### config.mk
export PLATFORM = sky130hd
export DESIGN_NAME = uart_axil
export DESIGN_NICKNAME = d
export VERILOG_FILES = /design/src/uart_pkg.sv /design/src/axil_bridge.sv /design/src/sync_fifo.sv /design/src/uart_axil.sv /design/src/uart_rx.sv /design/src/uart_tx.sv
export SDC_FILE = /design/constraint.sdc
export NUM_CORES = 1
export LEC_CHECK = 0
export ABC_AREA = 1
export BUFFER_PORTS_ARGS = -buffer_cell sky130_fd_sc_hd__buf_2
export CORE_MARGIN = 2
export CORE_UTILIZATION = 40
export DETAILED_ROUTE_END_ITERATION = 7
export PLACE_DENSITY_LB_ADDON = 0.08
export SLEW_MARGIN = 0
export SYNTH_ARGS = -nofsm -noshare
export SYNTH_HDL_FRONTEND = slang
export SYNTH_SLANG_ARGS = --single-unit
### constraint.sdc
create_clock -name clk -period 2.45 [get_ports clk]
set_input_delay 0.1225 -clock clk [delete_from_list [all_inputs] [get_ports clk]]
set_output_delay 0.1225 -clock clk [all_outputs]
set_load 0.05 [all_outputs]
### src/uart_pkg.sv
package uart_pkg;

	localparam int ADDR_WIDTH = 4;

	// word registers, decoded on the aligned offset
	typedef enum logic [ADDR_WIDTH-1:0] {
		REG_TXDATA = 4'h0,
		REG_RXDATA = 4'h4,
		REG_STATUS = 4'h8,
		REG_RSVD   = 4'hC
	} reg_addr_e;

	localparam logic [1:0] RESP_OKAY   = 2'b00;
	localparam logic [1:0] RESP_SLVERR = 2'b10;

	// status word bits
	localparam int STAT_TX_FULL    = 0;
	localparam int STAT_TX_EMPTY   = 1;
	localparam int STAT_RX_VALID   = 2;
	localparam int STAT_RX_OVERRUN = 3;
	localparam int STAT_RX_FRAME   = 4;

	// log2 of fifo depth
	localparam int TX_FIFO_AW = 4;
	localparam int RX_FIFO_AW = 2;

	typedef enum logic [1:0] {
		IDLE,
		REQ,
		RESP
	} bridge_state_e;

	typedef enum logic [1:0] {
		FEED_IDLE,
		FEED_LOAD,
		FEED_SEND
	} feed_state_e;

	typedef enum logic [1:0] {
		TX_IDLE,
		TX_START,
		TX_DATA,
		TX_STOP
	} tx_state_e;

	typedef enum logic [1:0] {
		RX_IDLE,
		RX_START,
		RX_DATA,
		RX_STOP
	} rx_state_e;

endpackage

### src/axil_bridge.sv
`timescale 1ns/1ps

module axil_bridge (
	input  logic                            clk,
	input  logic                            rst,
	input  logic                            awvalid_i,
	output logic                            awready_o,
	input  logic [uart_pkg::ADDR_WIDTH-1:0] awaddr_i,
	input  logic                            wvalid_i,
	output logic                            wready_o,
	input  logic [31:0]                     wdata_i,
	input  logic [3:0]                      wstrb_i,
	output logic                            bvalid_o,
	input  logic                            bready_i,
	output logic [1:0]                      bresp_o,
	input  logic                            arvalid_i,
	output logic                            arready_o,
	input  logic [uart_pkg::ADDR_WIDTH-1:0] araddr_i,
	output logic                            rvalid_o,
	input  logic                            rready_i,
	output logic [31:0]                     rdata_o,
	output logic [1:0]                      rresp_o,
	output logic                            req_valid_o,
	output logic                            req_wr_o,
	output logic [uart_pkg::ADDR_WIDTH-1:0] req_addr_o,
	output logic [31:0]                     req_wdata_o,
	output logic [3:0]                      req_be_o,
	input  logic                            rsp_done_i,
	input  logic [31:0]                     rsp_rdata_i,
	input  logic                            rsp_err_i
);
	import uart_pkg::*;

	bridge_state_e state;
	logic [1:0]    resp;

	assign resp = rsp_err_i ? RESP_SLVERR : RESP_OKAY;

	// request payload and response data
	always_ff @(posedge clk) begin
		if (state == IDLE && awready_o) begin
			req_wr_o    <= 1'b1;
			req_addr_o  <= awaddr_i;
			req_wdata_o <= wdata_i;
			req_be_o    <= wstrb_i;
		end else if (state == IDLE && arready_o) begin
			req_wr_o    <= 1'b0;
			req_addr_o  <= araddr_i;
			req_wdata_o <= '0;
			req_be_o    <= '0;
		end
		if (state == REQ && rsp_done_i) begin
			rdata_o <= rsp_rdata_i;
			bresp_o <= resp;
			rresp_o <= resp;
		end
	end

	always_ff @(posedge clk or posedge rst) begin
		if (rst) begin
			state       <= IDLE;
			awready_o   <= 1'b0;
			wready_o    <= 1'b0;
			arready_o   <= 1'b0;
			bvalid_o    <= 1'b0;
			rvalid_o    <= 1'b0;
			req_valid_o <= 1'b0;
		end else begin
			req_valid_o <= 1'b0;
			case (state)
				IDLE: begin
					if (awready_o) begin
						// aw and w handshake this cycle
						awready_o   <= 1'b0;
						wready_o    <= 1'b0;
						req_valid_o <= 1'b1;
						state       <= REQ;
					end else if (arready_o) begin
						arready_o   <= 1'b0;
						req_valid_o <= 1'b1;
						state       <= REQ;
					end else if (awvalid_i && wvalid_i) begin
						// writes win over reads
						awready_o <= 1'b1;
						wready_o  <= 1'b1;
					end else if (arvalid_i) begin
						arready_o <= 1'b1;
					end
				end
				REQ: begin
					if (rsp_done_i) begin
						bvalid_o <= req_wr_o;
						rvalid_o <= !req_wr_o;
						state    <= RESP;
					end
				end
				RESP: begin
					if ((bvalid_o && bready_i) || (rvalid_o && rready_i)) begin
						bvalid_o <= 1'b0;
						rvalid_o <= 1'b0;
						state    <= IDLE;
					end
				end
				default: state <= IDLE;
			endcase
		end
	end

endmodule

### src/sync_fifo.sv
`timescale 1ns/1ps

module sync_fifo #(
	parameter int DEPTH_LOG2 = 4
) (
	input  logic                  clk,
	input  logic                  rst,
	input  logic                  wr_en_i,
	input  logic [7:0]            wr_data_i,
	input  logic                  rd_en_i,
	output logic [7:0]            rd_data_o,
	output logic                  empty_o,
	output logic                  full_o,
	output logic [DEPTH_LOG2:0]   count_o
);

	localparam int DEPTH = 2 ** DEPTH_LOG2;

	logic [7:0]            mem [DEPTH];
	logic [DEPTH_LOG2-1:0] wr_ptr;
	logic [DEPTH_LOG2-1:0] rd_ptr;
	logic                  do_wr;
	logic                  do_rd;

	assign empty_o = (count_o == '0);
	assign full_o  = (count_o == (DEPTH_LOG2 + 1)'(DEPTH));

	// overflow and underflow are dropped here
	assign do_wr = wr_en_i && !full_o;
	assign do_rd = rd_en_i && !empty_o;

	always_ff @(posedge clk) begin
		if (do_wr) begin
			mem[wr_ptr] <= wr_data_i;
		end
		// read data shows up one cycle after rd_en
		if (do_rd) begin
			rd_data_o <= mem[rd_ptr];
		end
	end

	always_ff @(posedge clk or posedge rst) begin
		if (rst) begin
			wr_ptr  <= '0;
			rd_ptr  <= '0;
			count_o <= '0;
		end else begin
			if (do_wr) begin
				wr_ptr <= wr_ptr + 1'b1;
			end
			if (do_rd) begin
				rd_ptr <= rd_ptr + 1'b1;
			end
			case ({do_wr, do_rd})
				2'b10:   count_o <= count_o + 1'b1;
				2'b01:   count_o <= count_o - 1'b1;
				default: count_o <= count_o;
			endcase
		end
	end

endmodule

### src/uart_axil.sv
`timescale 1ns/1ps

module uart_axil #(
	parameter real CLK_FREQ = 5e7,
	parameter real UART_BPS = 9600
) (
	input  logic                            clk,
	input  logic                            rst,
	input  logic                            awvalid_i,
	output logic                            awready_o,
	input  logic [uart_pkg::ADDR_WIDTH-1:0] awaddr_i,
	input  logic                            wvalid_i,
	output logic                            wready_o,
	input  logic [31:0]                     wdata_i,
	input  logic [3:0]                      wstrb_i,
	output logic                            bvalid_o,
	input  logic                            bready_i,
	output logic [1:0]                      bresp_o,
	input  logic                            arvalid_i,
	output logic                            arready_o,
	input  logic [uart_pkg::ADDR_WIDTH-1:0] araddr_i,
	output logic                            rvalid_o,
	input  logic                            rready_i,
	output logic [31:0]                     rdata_o,
	output logic [1:0]                      rresp_o,
	input  logic                            uart_rx_i,
	input  logic                            uart_cts_i,
	output logic                            uart_tx_o,
	output logic                            uart_rts_o
);
	import uart_pkg::*;

	localparam int CLKS_PER_BIT = int'(CLK_FREQ / UART_BPS);

	logic                  req_valid;
	logic                  req_wr;
	logic [ADDR_WIDTH-1:0] req_addr;
	logic [31:0]           req_wdata;
	logic [3:0]            req_be;
	logic                  rsp_done;
	logic [31:0]           rsp_rdata;
	logic                  rsp_err;
	reg_addr_e             req_reg;
	logic                  wr_ok;
	logic                  stat_clr;
	logic                  rd_rx_q;
	logic                  rd_stat_q;
	logic [31:0]           status;
	logic                  overrun_q;
	logic                  frame_q;
	logic                  tx_wr_en;
	logic                  tx_rd_en;
	logic                  tx_empty;
	logic                  tx_full;
	logic [7:0]            tx_rd_data;
	logic                  rx_wr_en;
	logic                  rx_rd_en;
	logic                  rx_empty;
	logic                  rx_full;
	logic [7:0]            rx_rd_data;
	logic                  tx_send;
	logic                  tx_busy;
	logic                  tx_done;
	logic [7:0]            rx_data;
	logic                  rx_done;
	logic                  rx_frame_err;
	feed_state_e           feed_state;
	feed_state_e           feed_next;

	// no flow control, cts is not looked at
	assign uart_rts_o = 1'b0;

	axil_bridge u_bridge (
		.clk         (clk),
		.rst         (rst),
		.awvalid_i   (awvalid_i),
		.awready_o   (awready_o),
		.awaddr_i    (awaddr_i),
		.wvalid_i    (wvalid_i),
		.wready_o    (wready_o),
		.wdata_i     (wdata_i),
		.wstrb_i     (wstrb_i),
		.bvalid_o    (bvalid_o),
		.bready_i    (bready_i),
		.bresp_o     (bresp_o),
		.arvalid_i   (arvalid_i),
		.arready_o   (arready_o),
		.araddr_i    (araddr_i),
		.rvalid_o    (rvalid_o),
		.rready_i    (rready_i),
		.rdata_o     (rdata_o),
		.rresp_o     (rresp_o),
		.req_valid_o (req_valid),
		.req_wr_o    (req_wr),
		.req_addr_o  (req_addr),
		.req_wdata_o (req_wdata),
		.req_be_o    (req_be),
		.rsp_done_i  (rsp_done),
		.rsp_rdata_i (rsp_rdata),
		.rsp_err_i   (rsp_err)
	);

	// register decode, word aligned
	assign req_reg  = reg_addr_e'({req_addr[ADDR_WIDTH-1:2], 2'b00});
	assign wr_ok    = req_valid && req_wr && req_be[0];
	assign tx_wr_en = wr_ok && (req_reg == REG_TXDATA) && !tx_full;
	assign stat_clr = wr_ok && (req_reg == REG_STATUS);
	assign rx_rd_en = req_valid && !req_wr && (req_reg == REG_RXDATA) && !rx_empty;
	assign rx_wr_en = rx_done && !rx_full;

	always_ff @(posedge clk or posedge rst) begin
		if (rst) begin
			rsp_done  <= 1'b0;
			rsp_err   <= 1'b0;
			rd_rx_q   <= 1'b0;
			rd_stat_q <= 1'b0;
		end else begin
			rsp_done  <= req_valid;
			rsp_err   <= req_valid && ((req_reg == REG_RSVD) ||
				(wr_ok && (req_reg == REG_TXDATA) && tx_full));
			rd_rx_q   <= rx_rd_en;
			rd_stat_q <= req_valid && !req_wr && (req_reg == REG_STATUS);
		end
	end

	always_comb begin
		status                  = '0;
		status[STAT_TX_FULL]    = tx_full;
		status[STAT_TX_EMPTY]   = tx_empty;
		status[STAT_RX_VALID]   = !rx_empty;
		status[STAT_RX_OVERRUN] = overrun_q;
		status[STAT_RX_FRAME]   = frame_q;
	end

	// empty rxdata read falls through to zero
	always_comb begin
		rsp_rdata = '0;
		if (rd_rx_q) begin
			rsp_rdata = {24'b0, rx_rd_data};
		end else if (rd_stat_q) begin
			rsp_rdata = status;
		end
	end

	// sticky flags, a new event wins over a clear
	always_ff @(posedge clk or posedge rst) begin
		if (rst) begin
			overrun_q <= 1'b0;
			frame_q   <= 1'b0;
		end else begin
			if (rx_done && rx_full) begin
				overrun_q <= 1'b1;
			end else if (stat_clr) begin
				overrun_q <= 1'b0;
			end
			if (rx_frame_err) begin
				frame_q <= 1'b1;
			end else if (stat_clr) begin
				frame_q <= 1'b0;
			end
		end
	end

	always_ff @(posedge clk or posedge rst) begin
		if (rst) begin
			feed_state <= FEED_IDLE;
		end else begin
			feed_state <= feed_next;
		end
	end

	// pop, then send once the fifo data is out
	always_comb begin
		feed_next = feed_state;
		tx_rd_en  = 1'b0;
		tx_send   = 1'b0;
		case (feed_state)
			FEED_IDLE: begin
				if (!tx_empty && !tx_busy) begin
					tx_rd_en  = 1'b1;
					feed_next = FEED_LOAD;
				end
			end
			FEED_LOAD: begin
				tx_send   = 1'b1;
				feed_next = FEED_SEND;
			end
			FEED_SEND: begin
				if (tx_done) begin
					feed_next = FEED_IDLE;
				end
			end
			default: feed_next = FEED_IDLE;
		endcase
	end

	sync_fifo #(
		.DEPTH_LOG2 (TX_FIFO_AW)
	) u_tx_fifo (
		.clk       (clk),
		.rst       (rst),
		.wr_en_i   (tx_wr_en),
		.wr_data_i (req_wdata[7:0]),
		.rd_en_i   (tx_rd_en),
		.rd_data_o (tx_rd_data),
		.empty_o   (tx_empty),
		.full_o    (tx_full),
		.count_o   ()
	);

	sync_fifo #(
		.DEPTH_LOG2 (RX_FIFO_AW)
	) u_rx_fifo (
		.clk       (clk),
		.rst       (rst),
		.wr_en_i   (rx_wr_en),
		.wr_data_i (rx_data),
		.rd_en_i   (rx_rd_en),
		.rd_data_o (rx_rd_data),
		.empty_o   (rx_empty),
		.full_o    (rx_full),
		.count_o   ()
	);

	uart_tx #(
		.CLKS_PER_BIT (CLKS_PER_BIT)
	) u_tx (
		.clk    (clk),
		.rst    (rst),
		.send_i (tx_send),
		.data_i (tx_rd_data),
		.tx_o   (uart_tx_o),
		.busy_o (tx_busy),
		.done_o (tx_done)
	);

	uart_rx #(
		.CLKS_PER_BIT (CLKS_PER_BIT)
	) u_rx (
		.clk         (clk),
		.rst         (rst),
		.rx_i        (uart_rx_i),
		.data_o      (rx_data),
		.done_o      (rx_done),
		.frame_err_o (rx_frame_err)
	);

endmodule

### src/uart_rx.sv
`timescale 1ns/1ps

module uart_rx #(
	parameter int CLKS_PER_BIT = 16
) (
	input  logic       clk,
	input  logic       rst,
	input  logic       rx_i,
	output logic [7:0] data_o,
	output logic       done_o,
	output logic       frame_err_o
);
	import uart_pkg::*;

	localparam int CNT_W = (CLKS_PER_BIT > 1) ? $clog2(CLKS_PER_BIT) : 1;
	localparam logic [CNT_W-1:0] CNT_LAST = CNT_W'(CLKS_PER_BIT - 1);
	localparam logic [CNT_W-1:0] CNT_HALF = CNT_W'(CLKS_PER_BIT / 2 - 1);

	rx_state_e        state;
	logic [CNT_W-1:0] clk_cnt;
	logic [2:0]       bit_idx;
	logic [7:0]       shift_q;
	logic             rx_meta;
	logic             rx_sync;
	logic             rx_prev;
	logic             bit_last;

	assign bit_last = (clk_cnt == CNT_LAST);

	// two-flop synchronizer plus one more for edge detect
	always_ff @(posedge clk or posedge rst) begin
		if (rst) begin
			rx_meta <= 1'b1;
			rx_sync <= 1'b1;
			rx_prev <= 1'b1;
		end else begin
			rx_meta <= rx_i;
			rx_sync <= rx_meta;
			rx_prev <= rx_sync;
		end
	end

	always_ff @(posedge clk) begin
		if (state == RX_DATA && bit_last) begin
			shift_q <= {rx_sync, shift_q[7:1]};
		end
		if (state == RX_STOP && bit_last && rx_sync) begin
			data_o <= shift_q;
		end
	end

	always_ff @(posedge clk or posedge rst) begin
		if (rst) begin
			state       <= RX_IDLE;
			clk_cnt     <= '0;
			bit_idx     <= '0;
			done_o      <= 1'b0;
			frame_err_o <= 1'b0;
		end else begin
			done_o      <= 1'b0;
			frame_err_o <= 1'b0;
			case (state)
				RX_IDLE: begin
					clk_cnt <= '0;
					// only a falling edge starts a frame, so a stuck-low line is ignored
					if (rx_prev && !rx_sync) begin
						state <= RX_START;
					end
				end
				RX_START: begin
					if (clk_cnt == CNT_HALF) begin
						clk_cnt <= '0;
						bit_idx <= '0;
						// glitch, back to idle
						state   <= rx_sync ? RX_IDLE : RX_DATA;
					end else begin
						clk_cnt <= clk_cnt + 1'b1;
					end
				end
				RX_DATA: begin
					if (bit_last) begin
						clk_cnt <= '0;
						bit_idx <= bit_idx + 3'd1;
						if (bit_idx == 3'd7) begin
							state <= RX_STOP;
						end
					end else begin
						clk_cnt <= clk_cnt + 1'b1;
					end
				end
				RX_STOP: begin
					if (bit_last) begin
						clk_cnt     <= '0;
						done_o      <= rx_sync;
						frame_err_o <= !rx_sync;
						state       <= RX_IDLE;
					end else begin
						clk_cnt <= clk_cnt + 1'b1;
					end
				end
				default: state <= RX_IDLE;
			endcase
		end
	end

endmodule

### src/uart_tx.sv
`timescale 1ns/1ps

module uart_tx #(
	parameter int CLKS_PER_BIT = 16
) (
	input  logic       clk,
	input  logic       rst,
	input  logic       send_i,
	input  logic [7:0] data_i,
	output logic       tx_o,
	output logic       busy_o,
	output logic       done_o
);
	import uart_pkg::*;

	localparam int CNT_W = (CLKS_PER_BIT > 1) ? $clog2(CLKS_PER_BIT) : 1;
	localparam logic [CNT_W-1:0] CNT_LAST = CNT_W'(CLKS_PER_BIT - 1);

	tx_state_e        state;
	logic [CNT_W-1:0] clk_cnt;
	logic [2:0]       bit_idx;
	logic [7:0]       data_q;
	logic             bit_end;

	assign bit_end = (clk_cnt == CNT_LAST);
	assign busy_o  = (state != TX_IDLE);

	always_ff @(posedge clk) begin
		if (state == TX_IDLE && send_i) begin
			data_q <= data_i;
		end
	end

	always_ff @(posedge clk or posedge rst) begin
		if (rst) begin
			state   <= TX_IDLE;
			clk_cnt <= '0;
			bit_idx <= '0;
			tx_o    <= 1'b1;
			done_o  <= 1'b0;
		end else begin
			done_o <= 1'b0;
			if (state == TX_IDLE || bit_end) begin
				clk_cnt <= '0;
			end else begin
				clk_cnt <= clk_cnt + 1'b1;
			end
			case (state)
				TX_IDLE: begin
					if (send_i) begin
						tx_o  <= 1'b0;
						state <= TX_START;
					end
				end
				TX_START: begin
					if (bit_end) begin
						tx_o    <= data_q[0];
						bit_idx <= '0;
						state   <= TX_DATA;
					end
				end
				TX_DATA: begin
					if (bit_end) begin
						if (bit_idx == 3'd7) begin
							tx_o  <= 1'b1;
							state <= TX_STOP;
						end else begin
							// lsb first
							tx_o    <= data_q[bit_idx + 3'd1];
							bit_idx <= bit_idx + 3'd1;
						end
					end
				end
				TX_STOP: begin
					if (bit_end) begin
						done_o <= 1'b1;
						state  <= TX_IDLE;
					end
				end
				default: state <= TX_IDLE;
			endcase
		end
	end

endmodule
==> reports/metrics.yaml, run 1 <==
outcome:
  status: "complete, no violations"
worst_setup_path:
  r2r-start: "u_bridge.req_addr_o[2]$_DFFE_PP_"
  worstSetupEndpointType: "flip-flop"
  worstReg2RegEnd: "u_tx_fifo.count_o[4]$_DFFE_PP0P_"
  cp_max_fo: 4
  start_kind: "flip-flop"
  r2r_cells: 13
  path_class: "flip-flop to flip-flop"
  worst-r2r-setup-slack_ns: 0.17
  worstPathRequired_ns: 2.88
  worstPathArrival_ns: 2.71
  cp_common_cell: "nand2_1"
  path_cells: "inv_1 > nand4_1 > nor2_2 > nand2_2 > ha_4 > buf_4 > ha_1 > nand2_1 > nand2_1 > a21oi_1 > xor2_1 > nand2_1 > o21ai_0"
  critPathBufInv: 2
  cp_top_family: "simple AND/OR/NAND/NOR gates"
  critical-path-slowest-cell: "edfxtp_1"
  crit_path_max_incr_delay_ns: 0.43
pwr:
  internal_power_mw: 10.8
  p_comb_frac: 0.242
  clkPwrFrac: 0.331
  power_density_mw_per_mm2: 1070
  power.leakage_nw: 5.79
  p_switching_mw: 5.27
  seq_power_share: 0.427
  switching_share: 0.329
  peakVddDrop_mv: 0.636
finish:
  syn_to_final_growth_pct: 17.2
  final_common_cell: "edfxtp_1"
  drive_gt1_frac: 0.146
  n_antenna_cell: 0
  fin_nets: 1298
  layout_common_cells: "edfxtp_1, nor2_1, nand2_1, o21ai_0, inv_1"
sta:
  fin_hold_ws_ns: 0.0847
  finalSetupViolations: 0
  relSlewSlack: 0.507
  fmax_mhz: 439
  period_needed_ns: 2.28
  finalClockSkew_ns: 0.0176
  tightest_slew_ns: 0.739
  period_share: 0.929
  drv_slew: 0
  finalSetupTns_ns: 0
  hold_viol: 0
  rsz0062_at_grt: "false"
synth:
  avgSynthCellArea_um2: 11.4
  ys.flop_type: "edfxtp_1"
  synth_edf_count: 220
  synth_area_mm2: 0.0127
  syn_inst: 1113
  synth_seq_cells: 300
  synth-seq-area-share: 0.676
  synth-async-reset-ratio: 0.263
  synth_warnings: 0
  synth_cell_type_count: 48
route:
  wl_per_cell_um: 16.6
  antenna_left: 0
  remaining_drc_errors: 0
  avgViaCountPerCell: 4.83
  drt_iter0_drc: 465
  via_count: 7947
  first_pass_iters: 6
  routed_wl_mm: 27.4
global_routing:
  overflow: 0
  grt_max_degree: 67
  grt_pass1_wl_mm: 43.6
  first_global_vias: 7800
  antenna_found_initial: 0
  grt_usage: 0.169
flow_run:
  cap_violations: 0
die:
  ioPinCount: 96
  rows: 65
  fp.dieW_um: 182
  initial_core_util: 0.405
  coreArea_mm2: 0.0315
  dieArea_mm2: 0.0333
  die_y_um: 182
place:
  dp_hpwl_mm: 17.8
  gp_congestion: 0.792
  io_buffers: 36
hold_path:
  hold_class: "input pin to flip-flop"
  holdPathEnd: "u_bridge.state[1]$_DFFE_PP0P_"
  hold-path-cell-count: 3
  holdCritStartpoint: "rready_i"
cts:
  cts.sinks: 300
  cts_made_buffers: 35
  htree_levels: 2
  clockRootBuffer: "clkbuf_16"
  clkTransAtPathRegs_ns: 0.06
  insertion_delay_ns: 0.52
  cts_tree: "yes"
  clockBufferDepth: 3
-- state kept, by name (all words and copies together) (netlist names), 5 cells and up, named ones only --
register              flops
u_tx.data_q               8
u_bridge.rdata_o          8
u_rx.clk_cnt             13
u_rx.data_o               8
u_tx_fifo.mem           128
u_tx.clk_cnt             13
u_rx.shift_q              8
u_tx_fifo.count_o         5
u_bridge.req_wdata_o      8
u_tx_fifo.rd_data_o       8
u_rx_fifo.mem            32
u_rx_fifo.rd_data_o       8
-- repair_timing --
action                                  CTS  global route
buffers inserted                          0             4
hold endpoints to repair                 91             0
gates resized for setup                   0             7
hold buffers                             19             0
endpoints found under the setup margin    0             2
-- routing by layer --
layer | part of all wire | wire (µm) | global-route usage
met1 | 0.49 | 13300 | 0.253
met2 | 0.45 | 12300 | 0.258
met3 | 0.048 | 1310 | 0.0275
met4 | 0.018 | 488 | 0.0429
met5 | 0 | 0 | 0
-- worst min-delay path, stage by stage --
cell,delay [ns]
buf_2,0.08
a22o_1,0.24
o31ai_1,0.11
-- worst max path at each step --
stage | from | endpoint | slack [ns] | cells past startpoint
floorplan | u_tx.state[0]$_DFFE_PP0P_ | u_tx_fifo.count_o[4]$_DFFE_PP0P_ | 0.007 | 16
global placement | u_tx.state[1]$_DFFE_PP0P_ | u_tx_fifo.count_o[4]$_DFFE_PP0P_ | 0.12 | 16
detailed placement | u_bridge.req_addr_o[2]$_DFFE_PP_ | u_tx_fifo.count_o[3]$_DFFE_PP0P_ | 0.09 | 14
CTS | u_bridge.req_addr_o[2]$_DFFE_PP_ | u_tx_fifo.count_o[3]$_DFFE_PP0P_ | 0.02 | 14
global route | u_tx_fifo.count_o[3]$_DFFE_PP0P_ | u_tx_fifo.count_o[4]$_DFFE_PP0P_ | 0.001 | 13
finish | u_bridge.req_addr_o[2]$_DFFE_PP_ | u_tx_fifo.count_o[4]$_DFFE_PP0P_ | 0.17 | 13
-- metrics by stage --
step | power, mW | instances | instance area, µm² | setup WS [ns] | utilization
floorplan | 9.44 | 1139 | 12800 | 0.00702 | -
global placement | 10.7 | 1561 | 13500 | 0.117 | 0.429
detailed placement | 10.8 | 1561 | 13500 | 0.0948 | 0.429
CTS | 16.2 | 1642 | 14900 | 0.0233 | 0.473
global route | 17.0 | 1646 | 14900 | 0.00111 | 0.474
finish | 16.0 | 1646 | 14900 | 0.174 | 0.474
-- synthesized netlist by cell type (all sizes together), types with 16 or more instances --
library cell	n	area (µm²)
a21oi	22	114
buf	44	319
clkbuf	16	60.1
dfrtp	75	1880
edfxtp	220	6610
ha	24	300
inv	101	379
nand2	131	507
nand3	43	225
nor2	197	782
nor3	19	105
o211ai	32	240
o21ai	127	636
-- cell type report --
cell class                      count  area [µm²]
Fill cell                        2864       16500
Sequential cell                   300        8610
Multi-Input combinational cell    676        3470
Clock buffer                       43         937
Timing Repair Buffer              103         768
Tap cell                          402         503
Inverter                          103         393
Clock inverter                     19         239
-- power groups by stage --
stage | Sequential (mW) | Clock, mW | Combinational (mW)
final | 6.85 | 5.30 | 3.88
after global routing | 6.94 | 5.65 | 4.44
after global placement | 6.94 | 0 | 3.80
after floorplan | 6.81 | 0 | 2.63
after CTS | 6.87 | 5.44 | 3.88
after detailed placement | 6.96 | 0 | 3.82
-- cells by family (layout without fill, tap and decap cells) --
group | Yosys count | after routing | synth area share
AO/OA/AOI/OAI | 194 | 194 | 0.0850
XOR/XNOR | 13 | 13 | 0.00894
adder cells (fa/ha/maj) | 26 | 26 | 0.0267
buffers and inverters | 163 | 268 | 0.0605
flip-flops | 300 | 300 | 0.676
other | 1 | 27 | 0.000295
AND/OR/NAND/NOR | 416 | 416 | 0.142
No activity file was read; power rests on OpenSTA's default activity.
==> run 2, diff against run 1 <==
--- a/config.mk
+++ b/config.mk
@@ -7,8 +7,10 @@
 export LEC_CHECK = 0
 export ABC_AREA = 1
 export BUFFER_PORTS_ARGS = -buffer_cell sky130_fd_sc_hd__buf_2
+export CELL_PAD_IN_SITES_DETAIL_PLACEMENT = 0
+export CELL_PAD_IN_SITES_GLOBAL_PLACEMENT = 1
 export CORE_MARGIN = 2
-export CORE_UTILIZATION = 40
+export CORE_UTILIZATION = 28
 export DETAILED_ROUTE_END_ITERATION = 7
 export PLACE_DENSITY_LB_ADDON = 0.08
 export SLEW_MARGIN = 0
==> reports/metrics.yaml, run 2 (synthesis results as in run 1) <==
worst_setup_path:
  worstPathRequired_ns: 2.87  # about the same
  cp_top_family: "simple AND/OR/NAND/NOR gates"
  worstSetupEndpointType: "flip-flop"
  start_kind: "flip-flop"
  path_class: "flip-flop to flip-flop"
  crit_cells: 14  # +1
  critPathBufInv: 3  # +1
  crit_path_max_incr_delay_ns: 0.43  # about the same
  critical-path-slowest-cell: "dfrtp_2"
  worstPathArrival_ns: 2.72  # about the same
  cp_max_fo: 3  # -1
  cp_common_cell: "nand2_1"
  path_cells: "nor4_4 > buf_4 > nand2_1 > nand2_1 > ha_2 > inv_1 > fa_1 > inv_2 > nand2_1 > nand2_1 > a21oi_1 > xor2_1 > nand2_1 > o21ai_0"
  r2r_cells: 14  # +1
cts:
  clkTransAtPathRegs_ns: 0.06  # about the same
  clockRootBuffer: "clkbuf_16"
  cts.sinks: 300  # unchanged
  insertion_delay_ns: 0.54  # +0.02 ns
  clockBufferDepth: 3  # unchanged
  cts_tree: "yes"
  htree_levels: 2  # unchanged
  cts_made_buffers: 37  # +5.7%
sta:
  relSlewSlack: 0.550  # +0.0432
  finalSetupViolations: 0  # unchanged
  finalClockSkew_ns: 0.0192  # +0.00161 ns
  period_needed_ns: 2.30  # +0.0262 ns
  fmax_mhz: 434  # -1.1%
  period_share: 0.940  # +0.0107
  drv_slew: 0  # unchanged
  hold_viol: 0  # unchanged
  worst_slack_ns: 0.148  # -0.0262 ns
  tightest_slew_ns: 0.674  # -0.0648 ns
finish:
  largest_reg_flops: 128  # unchanged
  fin_nets: 1310  # +0.92%
  drive_gt1_frac: 0.157  # +0.0104
  final_common_cell: "edfxtp_1"
  fin_cells: 1857  # +13%
  n_antenna_cell: 0  # unchanged
  final_area_mm2: 0.0152  # +1.8%
  seq_area_mm2: 0.00861  # unchanged
  fillCellCount: 4581  # +60%
  multiInputGateArea_mm2: 0.00347  # unchanged
  post-route-util: 0.337  # -0.137
  layout_common_cells: "edfxtp_1, nor2_1, nand2_1, o21ai_0, inv_1"
  syn_to_final_growth_pct: 19.4
  regMostFlops: "u_tx_fifo.mem"
  reg_top3: "u_tx_fifo.mem x128, u_rx_fifo.mem x32"
route:
  routed_wl_mm: 30.4  # +11%
  drt-met1-wl_mm: 15.3  # +15%
  via_count: 8102  # +2.0%
  dr.max_layer_used: "met4"
  wl_per_cell_um: 16.4  # -1.6%
  antenna_left: 0  # unchanged
  remaining_drc_errors: 0  # unchanged
  drt_iter0_drc: 320  # -31%
  first_pass_iters: 5  # -1
  wl_met2_mm: 13.5  # +10%
  wl_met3_um: 959  # -27%
  avgViaCountPerCell: 4.36  # -9.6%
flow_run:
  cap_violations: 0  # unchanged
pwr:
  peakVddDrop_mv: 0.448  # -30%
  power_density_mw_per_mm2: 1050  # -1.9%
  power.leakage_nw: 5.81  # +0.31%
outcome:
  status: "complete, no violations"
global_routing:
  antenna_found_initial: 0  # unchanged
  grt_pass1_wl_mm: 48.5  # +11%
  first_global_vias: 8263  # +5.9%
  overflow: 0  # unchanged
  grt_usage: 0.134  # -0.0356
  grt_max_degree: 67  # unchanged
hold_path:
  hold-path-cell-count: 5  # +2
  hold_class: "input pin to flip-flop"
die:
  dieArea_mm2: 0.0472  # +42%
  die_y_um: 217  # +19%
  ioPinCount: 96  # unchanged
  rows: 78  # +20%
  initial_core_util: 0.282  # -0.122
  coreArea_mm2: 0.0451  # +43%
  fp.dieW_um: 217  # +19%
place:
  gp_congestion: 0.738  # -6.8%
  place_area_mm2: 0.0138  # +2.3%
  io_buffers: 36  # unchanged
  dp_hpwl_mm: 19.7  # +10%
  place_inst: 1766  # +13%
  post-place-ws_ns: 0.0628  # -0.0320 ns
==> run 2: power breakdown <==
| group | switching, mW | internal [mW] | leakage, nW | total (mW) |
|---|---|---|---|---|
| Clock | 2.13 | 2.93 | 0.544 | 5.07 |
| Sequential | 0.581 | 6.20 | 3.05 | 6.79 |
| Combinational | 2.75 | 1.40 | 2.22 | 4.16 |
==> run 2: per-stage QoR <==
step	total power, mW	hold slack [ns]	setup TNS, ns
floorplan	9.44	0.127	0
global placement	11.0	0.227	0
detailed placement	11.0	0.227	0
CTS	16.2	0.0405	0
global route	17.1	0.100	-0.00905
finish	16.0	0.0936	0
==> run 2: metal layers <==
| metal | global-route usage | up-vias |
|---|---|---|
| met5 | 0 | - |
| met4 | 0.0452 | 0 |
| met3 | 0.0222 | 42 |
| met2 | 0.205 | 113 |
| met1 | 0.191 | 3916 |
| li1 | - | 4031 |
==> run 2: layout make-up <==
class	count	share of cell area
sequential	300	0.567
multi-input combinational	676	0.229
clock buffer	44	0.0640
timing repair buffer	113	0.0566
tap	600	0.0494
inverter	103	0.0259
clock inverter	21	0.00881
==> run 2: worst reg2reg max path, delay by kind of cell, from the launching register on <==
family	cells	cell delay (ns)
DFF	1	0.43
and+or+nand+nor	6	0.66
xor gates and xnor gates	1	0.14
adders and majority gates	2	0.55
AOI/OAI and AO/OA	2	0.13
buffers and inverters	3	0.29
==> run 2: path summary, 6_finish.rpt <==
path	to	start	slack, ns
max	u_tx_fifo.count_o[4]$_DFFE_PP0P_	u_tx_fifo.count_o[3]$_DFFE_PP0P_	0.15
min	u_bridge.bvalid_o$_DFFE_PP0P_	bready_i	0.09
max reg2reg	u_tx_fifo.count_o[4]$_DFFE_PP0P_	u_tx_fifo.count_o[3]$_DFFE_PP0P_	0.15
min reg2reg	u_rx.rx_sync$_DFF_PP1_	u_rx.rx_meta$_DFF_PP1_	0.36
max in group asynchronous	u_rx.rx_meta$_DFF_PP1_	rst	1.59
min in group asynchronous	u_tx_fifo.rd_ptr[1]$_DFFE_PP0P_	rst	0.18
==> run 2: timing repair <==
| action | CTS | global route |
|---|---|---|
| endpoints found under the hold margin | 49 | 0 |
| hold buffers | 21 | 0 |
| endpoints found under the setup margin | 0 | 2 |
| gates resized for setup | 0 | 11 |
| buffers inserted | 0 | 5 |
==> run 3, diff against run 2 <==
--- a/config.mk
+++ b/config.mk
@@ -11,6 +11,7 @@
 export CELL_PAD_IN_SITES_GLOBAL_PLACEMENT = 1
 export CORE_MARGIN = 2
 export CORE_UTILIZATION = 28
+export CTS_BUF_LIST = sky130_fd_sc_hd__clkbuf_8
 export DETAILED_ROUTE_END_ITERATION = 7
 export PLACE_DENSITY_LB_ADDON = 0.08
 export SLEW_MARGIN = 0
==> reports/metrics.yaml, run 3 (synthesis results as in run 1) <==
outcome:
  status: "complete, no violations"
pwr:
  power.leakage_nw: 5.84  # +0.44%
  peakVddDrop_mv: 0.494  # +10%
  power_density_mw_per_mm2: 1030  # -2.6%
cts:
  cts_made_buffers: 55  # +49%
  insertion_delay_ns: 0.62  # +0.08 ns
  htree_levels: 2  # unchanged
  clockBufferDepth: 3  # unchanged
  cts.sinks: 300  # unchanged
  cts_tree: "yes"
  clkTransAtPathRegs_ns: 0.06  # about the same
  clockRootBuffer: "clkbuf_8"
finish:
  n_antenna_cell: 0  # unchanged
  drive_gt1_frac: 0.164  # +0.00749
  final_common_cell: "edfxtp_1"
  largest_reg_flops: 128  # unchanged
  syn_to_final_growth_pct: 18.7
  fin_cells: 1891  # +1.8%
  reg_top3: "u_tx_fifo.mem x128, u_rx_fifo.mem x32"
  regMostFlops: "u_tx_fifo.mem"
  fin_nets: 1328  # +1.4%
  fillCellCount: 4617  # +0.79%
  layout_common_cells: "edfxtp_1, nor2_1, nand2_1, o21ai_0, inv_1"
worst_setup_path:
  worstPathArrival_ns: 2.77  # +0.05 ns
  worstPathRequired_ns: 2.94  # +0.07 ns
  path_class: "flip-flop to flip-flop"
  worstSetupEndpointType: "flip-flop"
  start_kind: "flip-flop"
  cp_max_fo: 3  # unchanged
sta:
  worst_slack_ns: 0.163  # +0.0155 ns
  finalSetupTns_ns: 0  # unchanged
  tightest_slew_ns: 0.671  # -0.00374 ns
  finalClockSkew_ns: 0.0111  # -0.00804 ns
  fin_hold_ws_ns: 0.0998  # +0.00620 ns
  relSlewSlack: 0.553  # +0.00249
  rsz0062_at_grt: "false"
  drv_slew: 0  # unchanged
  period_needed_ns: 2.29  # -0.0155 ns
  finalSetupViolations: 0  # unchanged
  fmax_mhz: 437  # +0.68%
  period_share: 0.933  # -0.00631
  hold_viol: 0  # unchanged
place:
  dp_hpwl_mm: 19.7  # unchanged
  post-place-ws_ns: 0.0628  # unchanged
  gp_congestion: 0.738  # unchanged
  io_buffers: 36  # unchanged
  place_inst: 1766  # unchanged
die:
  dieArea_mm2: 0.0472  # unchanged
  die_y_um: 217  # unchanged
  fp.dieW_um: 217  # unchanged
  rows: 78  # unchanged
  initial_core_util: 0.282  # unchanged
  ioPinCount: 96  # unchanged
  coreArea_mm2: 0.0451  # unchanged
global_routing:
  grt_max_degree: 67  # unchanged
  overflow: 0  # unchanged
  antenna_found_initial: 0  # unchanged
  first_global_vias: 8445  # +2.2%
  grt_pass1_wl_mm: 48.9  # +0.81%
  grt_usage: 0.135  # +0.00111
route:
  wl_per_cell_um: 16.5  # +0.44%
  drt_iter0_drc: 403  # +26%
  routed_wl_mm: 31.1  # +2.3%
  antenna_left: 0  # unchanged
  via_count: 8186  # +1.0%
  avgViaCountPerCell: 4.33  # -0.78%
  remaining_drc_errors: 0  # unchanged
  first_pass_iters: 7  # +2
flow_run:
  cap_violations: 0  # unchanged
hold_path:
  hold_class: "input pin to async pin"
run 3: cell types whose count changed in the layout (fill, tap and decap cells not counted), moves of 5 or more:
cell / delta
clkbuf_8: +53
clkbuf_16: -37
clkinv_1: +13
inv_1: +13
clkbuf_1: -5
run 3: report_power, final:
part           internal (mW)  switching [mW]
registers               6.21           0.583
logic                   1.41            2.77
clock network           2.40            2.15
total                   10.0            5.50
run 3: cell type report:
type	instances	area (µm²)	share of cell area
clock inverters	44	258	0.0171
repair buffers	113	861	0.0570
well taps	600	751	0.0497
multi-input cells	676	3480	0.230
flip-flops and latches	300	8610	0.570
clock buffers	55	757	0.0501
inverters	103	394	0.0261
run 3: final timing paths:
kind | startpoint | end | slack [ns] | cells after the start
min in group clk | uart_rx_i | u_rx.rx_meta$_DFF_PP1_ | 0.16 | 2
max in group asynchronous | rst | u_rx.rx_meta$_DFF_PP1_ | 1.65 | 4
setup reg to reg | u_tx_fifo.count_o[3]$_DFFE_PP0P_ | u_tx_fifo.count_o[4]$_DFFE_PP0P_ | 0.16 | 14
setup / recovery | u_tx_fifo.count_o[3]$_DFFE_PP0P_ | u_tx_fifo.count_o[4]$_DFFE_PP0P_ | 0.16 | 14
hold / removal | rst | u_rx_fifo.rd_ptr[1]$_DFFE_PP0P_ | 0.1 | 3
hold reg to reg | u_rx.rx_meta$_DFF_PP1_ | u_rx.rx_sync$_DFF_PP1_ | 0.36 | 0
run 3: stage by stage:
step	util	cell area, µm²	power (mW)
detailed placement	0.306	13800	11.0
floorplan	-	12800	9.44
finish	0.335	15100	15.5
global placement	0.306	13800	11.0
global route	0.335	15100	16.6
CTS	0.334	15000	15.8
run 3: what timing repair did:
action,CTS,global route
hold buffers,21,0
hold endpoints to repair,94,0
gates resized for setup,0,13
buffers inserted,0,5
endpoints found under the setup margin,0,2
run 3: worst max-delay path, stage by stage (launching register included):
cell and delay (ns):
dfrtp_2 0.44, nor4_4 0.31, buf_4 0.16, nand2_1 0.07, nand2_2 0.08, ha_2 0.17, inv_1 0.05, fa_1 0.37
inv_2 0.07, nand2_1 0.06, nand2_1 0.07, a21oi_2 0.05, xor2_1 0.13, nand2_1 0.06, o21ai_0 0.07
run 3: per-layer routing:
metal	track usage	share of wire	vias up	routed length [µm]
li1	-	-	4064	-
met1	0.187	0.49	3953	15400
met2	0.208	0.45	122	13900
met3	0.0266	0.037	47	1150
met4	0.0495	0.022	0	679
met5	0	0	-	0
